`src/dtim_macros.svh`:
```
`ifndef DTIM_MACROS_SVH
`define DTIM_MACROS_SVH

// Store geometry.
`define DTIM_SETS 16
`define DTIM_WORDS 4
`define DTIM_SET_BITS 4
`define DTIM_WORD_BITS 2

// Remaining upper address bits.
`define DTIM_TAG_BITS (30 - `DTIM_SET_BITS - `DTIM_WORD_BITS)

// Window is base inclusive, top exclusive.
`define DTIM_BASE_ADDR 32'h0000_1000
`define DTIM_TOP_ADDR 32'h0000_2000

`endif

```
`src/dtim_pkg.sv`:
```
`default_nettype none

`include "dtim_macros.svh"

package dtim_pkg;

  typedef struct packed {
    logic valid;
    logic [31:0] addr;
    logic [31:0] wdata;
    logic [3:0] wstrb;
  } mem_in_type;

  typedef struct packed {
    logic ready;
    logic [31:0] rdata;
  } mem_out_type;

  typedef struct packed {
    logic valid;
    logic fence;
    logic [31:0] addr;
    logic [31:0] wdata;
    logic [3:0] wstrb; // Zero for a read.
  } dtim_in_type;

  typedef struct packed {
    logic ready;
    logic [31:0] rdata;
  } dtim_out_type;

  typedef struct packed {
    logic [`DTIM_TAG_BITS-1:0] tag;
    logic [`DTIM_SET_BITS-1:0] set;
    logic [`DTIM_WORD_BITS-1:0] word; // Selects the bank.
    logic [1:0] offset;
  } dtim_addr_fields_type;

  typedef union packed {
    logic [31:0] raw;
    dtim_addr_fields_type f;
  } dtim_addr_union;

  typedef struct packed {
    logic lock;
    logic dirty;
    logic [`DTIM_TAG_BITS-1:0] tag;
    logic [31:0] data;
  } dtim_entry_type;

  typedef struct packed {
    logic wen;
    logic [`DTIM_SET_BITS-1:0] waddr;
    logic [`DTIM_SET_BITS-1:0] raddr;
    dtim_entry_type wdata;
  } dtim_ram_in_type;

  typedef struct packed {
    dtim_entry_type rdata;
  } dtim_ram_out_type;

endpackage

`default_nettype wire

```
`src/dtim_ram.sv`:
```
`timescale 1ns/1ps
`default_nettype none

`include "dtim_macros.svh"

module dtim_ram (
  input wire clock,
  input wire dtim_pkg::dtim_ram_in_type ram_in,
  output dtim_pkg::dtim_ram_out_type ram_out
);

  // Entries come up unlocked.
  dtim_pkg::dtim_entry_type mem [`DTIM_SETS] = '{default: '0};

  logic [`DTIM_SET_BITS-1:0] raddr_q;

  always_ff @(posedge clock) begin
    raddr_q <= ram_in.raddr;
    if (ram_in.wen) begin
      mem[ram_in.waddr] <= ram_in.wdata;
    end
  end

  assign ram_out.rdata = mem[raddr_q]; // One cycle after the address.

endmodule

`default_nettype wire

```
`src/dtim_ctrl.sv`:
```
`timescale 1ns/1ps
`default_nettype none

`include "dtim_macros.svh"

module dtim_ctrl (
  input wire clock,
  input wire reset,
  input wire dtim_pkg::dtim_ram_out_type bank_out [`DTIM_WORDS],
  output dtim_pkg::dtim_ram_in_type bank_in [`DTIM_WORDS],
  input wire dtim_pkg::dtim_in_type dtim_in,
  output dtim_pkg::dtim_out_type dtim_out,
  input wire dtim_pkg::mem_out_type dmem_out,
  output dtim_pkg::mem_in_type dmem_in
);

  localparam logic [1:0] st_hit = 2'd0;
  localparam logic [1:0] st_miss = 2'd1;
  localparam logic [1:0] st_pass = 2'd2;
  localparam logic [1:0] st_fence = 2'd3;

  typedef struct packed {
    logic fence;
    logic wren;
    dtim_pkg::dtim_addr_union addr;
    logic [31:0] data;
    logic [3:0] strb;
  } req_type;

  typedef struct packed {
    logic [1:0] state;
    logic req_valid;
    logic wb_wait; // Write-back out, waiting for memory.
    logic [`DTIM_SET_BITS-1:0] fset;
    logic [`DTIM_WORD_BITS-1:0] fword;
  } ctrl_type;

  req_type req_q;
  req_type req_d;
  ctrl_type ctrl_q;
  ctrl_type ctrl_d;

  logic [`DTIM_WORD_BITS-1:0] sel_word;
  dtim_pkg::dtim_entry_type entry;
  dtim_pkg::dtim_addr_union wb_addr;
  logic in_window;
  logic tag_match;

  logic ram_wen;
  logic [`DTIM_SET_BITS-1:0] ram_wset;
  logic [`DTIM_WORD_BITS-1:0] ram_wword;
  logic [`DTIM_SET_BITS-1:0] ram_rset;
  dtim_pkg::dtim_entry_type ram_wentry;

  function automatic logic [31:0] merge_bytes(
    input logic [31:0] base,
    input logic [31:0] update,
    input logic [3:0] strb
  );
    logic [31:0] result;
    result = base;
    for (int b = 0; b < 4; b++) begin
      if (strb[b]) begin
        result[8*b +: 8] = update[8*b +: 8];
      end
    end
    return result;
  endfunction

  always_comb begin
    req_d = req_q;
    if (dtim_in.valid) begin
      req_d.fence = dtim_in.fence;
      req_d.wren = |dtim_in.wstrb;
      req_d.addr.raw = {dtim_in.addr[31:2], 2'b00};
      req_d.data = dtim_in.wdata;
      req_d.strb = dtim_in.wstrb;
    end
  end

  // The fence walk reads its own entry, otherwise the request's bank.
  assign sel_word = (ctrl_q.state == st_fence) ? ctrl_q.fword : req_q.addr.f.word;
  assign entry = bank_out[sel_word].rdata;

  assign in_window = (req_q.addr.raw >= `DTIM_BASE_ADDR) &&
                     (req_q.addr.raw < `DTIM_TOP_ADDR);
  assign tag_match = (entry.tag == req_q.addr.f.tag);

  always_comb begin
    wb_addr.f.tag = entry.tag;
    wb_addr.f.set = ctrl_q.fset;
    wb_addr.f.word = ctrl_q.fword;
    wb_addr.f.offset = 2'b00;
  end

  always_comb begin
    ctrl_d = ctrl_q;
    ctrl_d.req_valid = dtim_in.valid;

    dmem_in = '0;
    dtim_out = '0;

    ram_wen = 1'b0;
    ram_wset = req_q.addr.f.set;
    ram_wword = req_q.addr.f.word;
    ram_wentry = '0;

    case (ctrl_q.state)
      st_hit: begin
        if (ctrl_q.req_valid) begin
          if (req_q.fence) begin
            ctrl_d.state = st_fence;
            ctrl_d.fset = '0;
            ctrl_d.fword = '0;
            ctrl_d.wb_wait = 1'b0;
          end else if (!in_window || (entry.lock && !tag_match)) begin
            ctrl_d.state = st_pass; // Entry held by another tag.
            dmem_in.valid = 1'b1;
            dmem_in.addr = req_q.addr.raw;
            dmem_in.wdata = req_q.wren ? req_q.data : '0;
            dmem_in.wstrb = req_q.strb;
          end else if (!entry.lock) begin
            ctrl_d.state = st_miss; // Fetch the word first.
            dmem_in.valid = 1'b1;
            dmem_in.addr = req_q.addr.raw;
          end else begin
            ram_wen = req_q.wren;
            ram_wentry.lock = 1'b1;
            ram_wentry.dirty = 1'b1;
            ram_wentry.tag = entry.tag;
            ram_wentry.data = merge_bytes(entry.data, req_q.data, req_q.strb);
            dtim_out.ready = 1'b1;
            dtim_out.rdata = req_q.wren ? '0 : entry.data;
          end
        end
      end

      st_miss: begin
        if (dmem_out.ready) begin
          ram_wen = 1'b1;
          ram_wentry.lock = 1'b1;
          ram_wentry.dirty = req_q.wren;
          ram_wentry.tag = req_q.addr.f.tag;
          ram_wentry.data = merge_bytes(dmem_out.rdata, req_q.data, req_q.strb);
          dtim_out.ready = 1'b1;
          dtim_out.rdata = req_q.wren ? '0 : dmem_out.rdata;
          ctrl_d.state = st_hit;
        end
      end

      st_pass: begin
        if (dmem_out.ready) begin
          dtim_out.ready = 1'b1;
          dtim_out.rdata = req_q.wren ? '0 : dmem_out.rdata;
          ctrl_d.state = st_hit;
        end
      end

      st_fence: begin
        ram_wset = ctrl_q.fset;
        ram_wword = ctrl_q.fword;
        if (!ctrl_q.wb_wait && entry.lock && entry.dirty) begin
          dmem_in.valid = 1'b1;
          dmem_in.addr = wb_addr.raw;
          dmem_in.wdata = entry.data;
          dmem_in.wstrb = 4'hf;
          ctrl_d.wb_wait = 1'b1;
        end else if (!ctrl_q.wb_wait || dmem_out.ready) begin
          ctrl_d.wb_wait = 1'b0;
          ram_wen = 1'b1; // Clear the entry.
          ctrl_d.fword = ctrl_q.fword + 1'b1;
          if (&ctrl_q.fword) begin
            ctrl_d.fset = ctrl_q.fset + 1'b1;
            if (&ctrl_q.fset) begin
              ctrl_d.state = st_hit;
              dtim_out.ready = 1'b1; // Walk done.
            end
          end
        end
      end

      default: begin
        ctrl_d.state = st_hit;
      end
    endcase
  end

  // Read address follows the next-state set so data lands a cycle later.
  assign ram_rset = (ctrl_d.state == st_fence) ? ctrl_d.fset : req_d.addr.f.set;

  always_comb begin
    for (int i = 0; i < `DTIM_WORDS; i++) begin
      bank_in[i].wen = ram_wen && (ram_wword == `DTIM_WORD_BITS'(i));
      bank_in[i].waddr = ram_wset;
      bank_in[i].raddr = ram_rset;
      bank_in[i].wdata = ram_wentry;
    end
  end

  always_ff @(posedge clock) begin
    if (!reset) begin
      ctrl_q.state <= st_hit;
      ctrl_q.req_valid <= 1'b0;
      ctrl_q.wb_wait <= 1'b0;
      ctrl_q.fset <= '0;
      ctrl_q.fword <= '0;
    end else begin
      ctrl_q <= ctrl_d;
    end
  end

  always_ff @(posedge clock) begin
    req_q <= req_d;
  end

endmodule

`default_nettype wire

```
`src/dtim.sv`:
```
`timescale 1ns/1ps
`default_nettype none

`include "dtim_macros.svh"

module dtim (
  input wire clock,
  input wire reset,
  input wire dtim_pkg::dtim_in_type dtim_in,
  output dtim_pkg::dtim_out_type dtim_out,
  input wire dtim_pkg::mem_out_type dmem_out,
  output dtim_pkg::mem_in_type dmem_in
);

  wire dtim_pkg::dtim_ram_in_type bank_in [`DTIM_WORDS];
  wire dtim_pkg::dtim_ram_out_type bank_out [`DTIM_WORDS];

  // One bank per word of a set.
  for (genvar i = 0; i < `DTIM_WORDS; i++) begin : g_bank
    dtim_ram i_ram (
      .clock   (clock),
      .ram_in  (bank_in[i]),
      .ram_out (bank_out[i])
    );
  end

  dtim_ctrl i_ctrl (
    .clock    (clock),
    .reset    (reset),
    .bank_out (bank_out),
    .bank_in  (bank_in),
    .dtim_in  (dtim_in),
    .dtim_out (dtim_out),
    .dmem_out (dmem_out),
    .dmem_in  (dmem_in)
  );

endmodule

`default_nettype wire

```
`config.mk`:
```
export PLATFORM = sky130hd
export DESIGN_NAME = dtim
export DESIGN_NICKNAME = d
export VERILOG_FILES = /design/src/dtim_pkg.sv /design/src/dtim_ram.sv /design/src/dtim_ctrl.sv /design/src/dtim.sv
export VERILOG_INCLUDE_DIRS = /design/src
export SDC_FILE = /design/constraint.sdc
export NUM_CORES = 2
export LEC_CHECK = 0
export BUFFER_PORTS_ARGS = -buffer_cell sky130_fd_sc_hd__buf_2
export CORE_AREA = 2 2 498 549
export CTS_BUF_LIST = sky130_fd_sc_hd__clkbuf_8
export DETAILED_ROUTE_END_ITERATION = 16
export DIE_AREA = 0 0 500 551
export PLACE_DENSITY = 0.71
export SYNTH_ARGS = -nofsm -noshare
export SYNTH_HDL_FRONTEND = slang
export SYNTH_SLANG_ARGS = --single-unit
```
`constraint.sdc`:
```
create_clock -name clock -period 19.5 [get_ports clock]
set_input_delay 0 -clock clock [delete_from_list [all_inputs] [get_ports clock]]
set_output_delay 0 -clock clock [all_outputs]
set_load 0.005 [all_outputs]
```
======== Yosys cells after proc, flatten, opt, wreduce, memory -nomap -nowiden ========
Memories as Yosys holds them, arrays and structs flattened. A register that Yosys moved wholly into a read port is not among the register bits.
Cells that the tools add are included.
storage, ports and cells
  bits in registers ....................... 78
  latch bits .............................. 0
  memory bits (writable) .................. 3712
  memory bits (read-only) ................. 0
  bits of input ports ..................... 105
  output and inout port bits .............. 102
  word-level logic and storage cells ...... 131
  memories kept ........................... 4
cells by class
  $add $sub $neg .......................... 2
  multiply operators ...................... 0
  divide/modulo/power cells ............... 0
  magnitude comparators ................... 3
  eq/ne operators ......................... 13
  shifts and indexed selects .............. 0
  mux-type cells .......................... 75
  bitwise logic cells ..................... 1
  reductions and logical operators ........ 22
memories
  name                 words  bits a word  read ports  clocked after Yosys merged registers in  write ports  line            RTL
  g_bank[0].i_ram.mem  16     58           1           1                                        1            dtim_ram.sv:13  dtim_pkg::dtim_entry_type mem [`DTIM_SETS] = '{default: '0};
  g_bank[1].i_ram.mem  16     58           1           1                                        1            dtim_ram.sv:13
  g_bank[2].i_ram.mem  16     58           1           1                                        1            dtim_ram.sv:13
  g_bank[3].i_ram.mem  16     58           1           1                                        1            dtim_ram.sv:13
operators with widths
  cell                  count
  $mux 58               7
  $mux 33               7
  $mux 69               3
  $pmux 69 s2           1
  $bmux 58 s2           1
  $pmux 58 s2           1
  $mux 32               3
  $mux 8                8
  $pmux 32 s2           1
  $mux 44               1
  $mux 36               1
  $ge 32x13->1 const B  1
  $lt 32x14->1 const B  1
  $eq 24x24->1          1
  $mux 7                3
  $mux 1                20
  $mux 2                10
  $pmux 7 s2            1
  $mux 4                3
  $eq 2x2->1 const B    5
  $logic_and 1x1->1     8
  $reduce_and 4->1      2
  $mux 6                1
  $pmux 1 s3            2
  17 further kinds      24

======== Logic depth before layout (Yosys ltp) ========
  word-level depth ........................ 17
  mapped depth ............................ 20
  mapped depth without buffers ............ 11

======== Hierarchy ========
A second synthesis with hierarchy kept.
unflattened totals
  cell total of the unflattened synthesis .. 6750
  area, all modules ....................... 148205.9 µm²
modules (own cells, without submodules)
  module     times used  cells each  area each (µm²)  sequential area each (µm²)
  dtim_ram   4           1442        34814.6          27946.8
  dtim_ctrl  1           982         8947.3           2202.1

======== Worst setup path after synthesis ========
OpenSTA, ideal clock, no wires.
  kind .................................... register to register
  start point ............................. register i_ctrl.ctrl_q[8] in the netlist's numbering
  end point ............................... memory g_bank[3].i_ram.mem[13][0] in the netlist's numbering (enable)
  setup time .............................. 0.617 ns
  arrival ................................. 8.985 ns
  required time ........................... 18.883 ns
  setup slack ............................. 9.898 ns
  stages on the path, launching flop included .. 16
  path buffers ............................ 4
  clock period less this slack ............ 9.602 ns
  cells stage by stage .................... dfxtp_1 > ha_1 > buf_2 > buf_2 > nor3b_1 > o21ai_0 > clkbuf_1 > o22ai_1 > nor4_2 > and3_1 > nor4_1 > nand4_2 > nor4_4 > a31oi_1 > buf_2 > nor4_1
between the ends
  longest elaborated chain between the ends .. 17
  elaborated cells on any way between the ends .. 25
  those cells by class .................... eq/ne (4); mux (13); bitwise (1); reduce/logical (7)
RTL lines
  element                                     line                               RTL
  from (decl)                                 dtim_ctrl.sv:40                    ctrl_type ctrl_q;
  from (signal assigned)                      dtim_ctrl.sv:208                   ctrl_q <= ctrl_d;
  $eq 2x2->1                                  dtim_ctrl.sv:82, dtim_ctrl.sv:108
  $mux 2                                      dtim_ctrl.sv:82, dtim_ctrl.sv:108
  $not 2->3 (implied by the code)             dtim_ctrl.sv:83                    assign entry = bank_out[sel_word].rdata;
  $bmux 58 s2                                 dtim_ctrl.sv:83
  $mux 58 (implied by the code) (2 in a row)  dtim_ctrl.sv:83
  $eq 24x24->1                                dtim_ctrl.sv:87                    assign tag_match = (entry.tag == req_q.addr.f.tag);
  $logic_not 1->1                             dtim_ctrl.sv:116                   end else if (!in_window || (entry.lock && !tag_match)) begin
  $logic_and 1x1->1                           dtim_ctrl.sv:116
  $logic_or 1x1->1                            dtim_ctrl.sv:116
  $mux 1                                      dtim_ctrl.sv:116
  $mux 1                                      dtim_ctrl.sv:111                   if (req_q.fence) begin
  $mux 1                                      dtim_ctrl.sv:110                   if (ctrl_q.req_valid) begin
  $pmux 1 s3                                  dtim_ctrl.sv:108                   case (ctrl_q.state)
  $logic_and 1x1->1                           dtim_ctrl.sv:193                   bank_in[i].wen = ram_wen && (ram_wword == `DTIM_WORD_BITS'(i));
  $mux 1                                      dtim_ram.sv:19                     if (ram_in.wen) begin
  $mux 1 (implied by the code)                dtim_ram.sv:20                     mem[ram_in.waddr] <= ram_in.wdata;
  to (decl)                                   dtim_ram.sv:13
Parallel ways exist; a longest one is shown, timed or not. The select of a mux whose other input is x is not followed.

==> summary.md <==
| Metric | Value |
|---|---|
| Final WS setup | `8.789 ns` |
| Worst EP required | `between 20 and 25 ns` |
| Routed via count | `79810` |
| Post-synth EDFFs | `3776` |
| Crit Path Category | `flip-flop to flip-flop` |
| Final Hold Violating Endpoints | `0` |
| Pwr Density | `102.7 nW/um^2` |
| Min Hold Slack | `between 0.08 and 0.09 ns` |
| Post-synthesis sequential element count | `3794` |
| Final Util | `61.90%` |
| Worst slew margin | `5.364%` |
| Final Non-Filler Cells | `11420` |
| Max VDD drop | `0.00006763 V` |
| Final Setup Violations | `0` |
| Max Slew Vio Count | `0` |
| Die X | `500 um` |
| Total Power | `17.13 mW` |
| Area grow syn2layout | `12.99%` |
| Max FO, Critical Path | `51` |
| Synth top area share | `76.80%` |
| Routed vias/inst | `6.986` |
| Starting Density | `54.78%` |
| CTS sink count | `3794` |
| Mapped Cells | `6536` |
| Worst-Margin Slew | `approximately 1.4 ns` |
| Clk_skew | `0.1161 ns` |
| Synth top cells by count | `3776 x edfxtp_1, 1016 x mux4_2, 177 x nand2_1, 175 x clkbuf_1, 165 x mux2i_1` |
| Crit start category | `flip-flop` |
| Unrepaired setup endpoints after global routing | `false` |
| Drt first pass iters | `6` |
| Min Tclk post-route | `~11 ns` |
| Dpl cell area | `between 150000 and 200000 um^2` |
| Clk slew on worst S/H paths | `0.06 ns` |
| Largest stage delay on the critical path | `1.20 ns` |
| Leakage | `53.74 nW` |
| CP dominant cell by count | `buf_4` |
| Hpwl dp | `241400 um` |
| GRT overflow | `0` |
| Root buf cell | `clkbuf_8` |
| Post-synthesis async set-or-reset flop share | `0%` |
| Ys Warns | `0` |
| Final-stage net count | `7559` |
| Design Area, Final | `about 170000 um^2` |
| Worst path cell trace | `buf_4 -> buf_4 -> buf_4 -> mux4_2 -> a22o_1 -> nor4_1 -> a21oi_1 -> nor4b_1 -> nand4_1 -> o41ai_2 -> nand2_1 -> nor2_4 -> buf_4 -> buf_4` |
| Crit. End Element | `flip-flop` |
| Layout cells sized above 1 | `30.57%` |
| Post-place setup slack | `slightly above 9 ns` |
| Largest net degree at the start of global routing | `about 110` |
| GPL Wtd Cong | `0.9253` |
| Setup_tns | `0 ns` |
| Wire length per cell | `between 30 and 40 um` |
| Cell variety after synth | `82` |
| Tot GR Track Use | `31.69%` |
| Vias in the first global route | `77880` |
| Register area share after synthesis | `77.04%` |
| Leading area contributor after synthesis | `edfxtp_1` |
| Post-Syn Area | `between 100000 and 150000 um^2` |
| Post-DRT Antenna Nets | `0` |
| Worst Hold Class | `input pin to flip-flop` |
| Final period util | `54.93%` |
| Max Root-Sink Buffers | `4` |
| 1st-iter DRT viols | `about 14000` |
| Post-synth top flop | `edfxtp_1` |
| Max Cap Violations | `0` |
| Htree depth | `6` |
| Drt drc | `0` |
| Later-pin clock latency in the skew report | `1.09 ns` |
| Dominant cells by area after synthesis | `edfxtp_1 77%, mux4_2 15%, mux2i_1 1.1%, a22o_1 0.47%, nand2_1 0.45%` |
| Fmax | `0.09336 GHz` |
| WL final | `440000 um` |
| Initial antenna violation count | `15` |
| WP data arrival | `11.34 ns` |
| Core area | `269500 um^2` |
| First-pass GRT wire length | `601300 um` |
| Post-CTS Setup Inserts | `0` |
| PortBufs | `202` |
| Clock buffer count from CTS | `between 600 and 700` |
| Die Y | `around 550 um` |
| Top Ports | `207` |
| Most frequent cell after synthesis | `edfxtp_1` |
| CTS tree | `done` |
| Die area | `275500 um^2` |
| Status | `completed` |
| Crit-path slowest cell | `nor2_4` |
| Avg Inst Size Synth | `22.59 um^2` |
| Placed cell count | `a little over 10000` |
| Site row count | `200` |
## cell families (layout without fill, tap and decap cells)
kind of cell	after synthesis	count (layout)	share of synthesized area, %
adder cells (fa/ha/maj)	7	7	0.05932
flip-flops	3794	3794	77.04
AO/OA/AOI/OAI	579	579	2.772
XOR/XNOR	3	3	0.01780
other	1	11	0.002540
multiplexers	1190	1190	16.69
buffers and inverters	399	1741	1.359
AND/OR/NAND/NOR	563	563	2.061
## worst max-delay path, delay by kind of cell (launching register included)
kind,cells,cell delay [ns]
and+or+nand+nor,5,3.93
buffers and inverters,5,3.70
AOI/OAI and AO/OA,3,1.13
DFF,1,0.86
muxes,1,0.41
## path summary, 6_finish.rpt
check	from	to	slack, ns	cells past startpoint
worst max-delay path	flip-flop	g_bank[1].i_ram.mem[3][49]	8.79	14
worst min-delay path	dtim_in[69]	i_ctrl.req_q[45]	0.09	2
worst max register to register	flip-flop	g_bank[1].i_ram.mem[3][49]	8.79	14
worst min register to register	i_ctrl.ctrl_q[6]	i_ctrl.ctrl_q[6]	0.56	2
## layout make-up
class	instances	area (um^2)
clock buffer	616	8478
timing repair buffer	680	5087
tap	3535	4423
inverter	25	101.3
antenna	9	22.52
sequential	3794	113800
multi-input combinational	2344	32970
clock inverter	420	1978
fill	17820	102700
## power breakdown
part / leakage, nW / internal (mW) / switching [mW] / total, mW
combinational: 13.0 / 0.862 / 1.19 / 2.05
clock: 6.08 / 2.99 / 3.07 / 6.06
sequential: 34.7 / 8.97 / 0.0522 / 9.02
## routing by layer
layer	GRT usage, %	vias up	wire length (um)
met1	42.72	41620	147100
met4	16.01	4	27120
met3	8.163	1309	61930
li1	-	30050	-
met2	48.59	6818	203800
met5	0	-	25
## sequential cells by signal, indices dropped and copies added (netlist names), named ones only
name and count:
g_bank.i_ram.mem 3712, i_ctrl.ctrl_q 10, i_ctrl.req_q 68
## timing repair
item,CTS,global route
hold buffers,169,0
gates resized for setup,0,0
setup endpoints to repair,0,0
hold endpoints to repair,1935,0
## cells in the final DEF, fill, tap and decap left out, drive strengths merged, types with 10 or more instances in the layout
master       count
edfxtp        3776
mux4          1016
clkbuf         616
buf            511
inv            249
clkinv         182
nand2          177
dlygate4sd3    169
mux2i          165
nor2           108
a21oi          103
a22o            80
o22ai           78
o21ai           65
a22oi           64
nand3           43
nand4b          37
nor3            34
o31ai           33
a221oi          33
and3            31
nor4            28
o211ai          26
dfxtp           18
and2            17
nor2b           13
nand4           12
a21o            11
a211oi          11
clkinvlp        10
(Power assumes the default switching activity.)
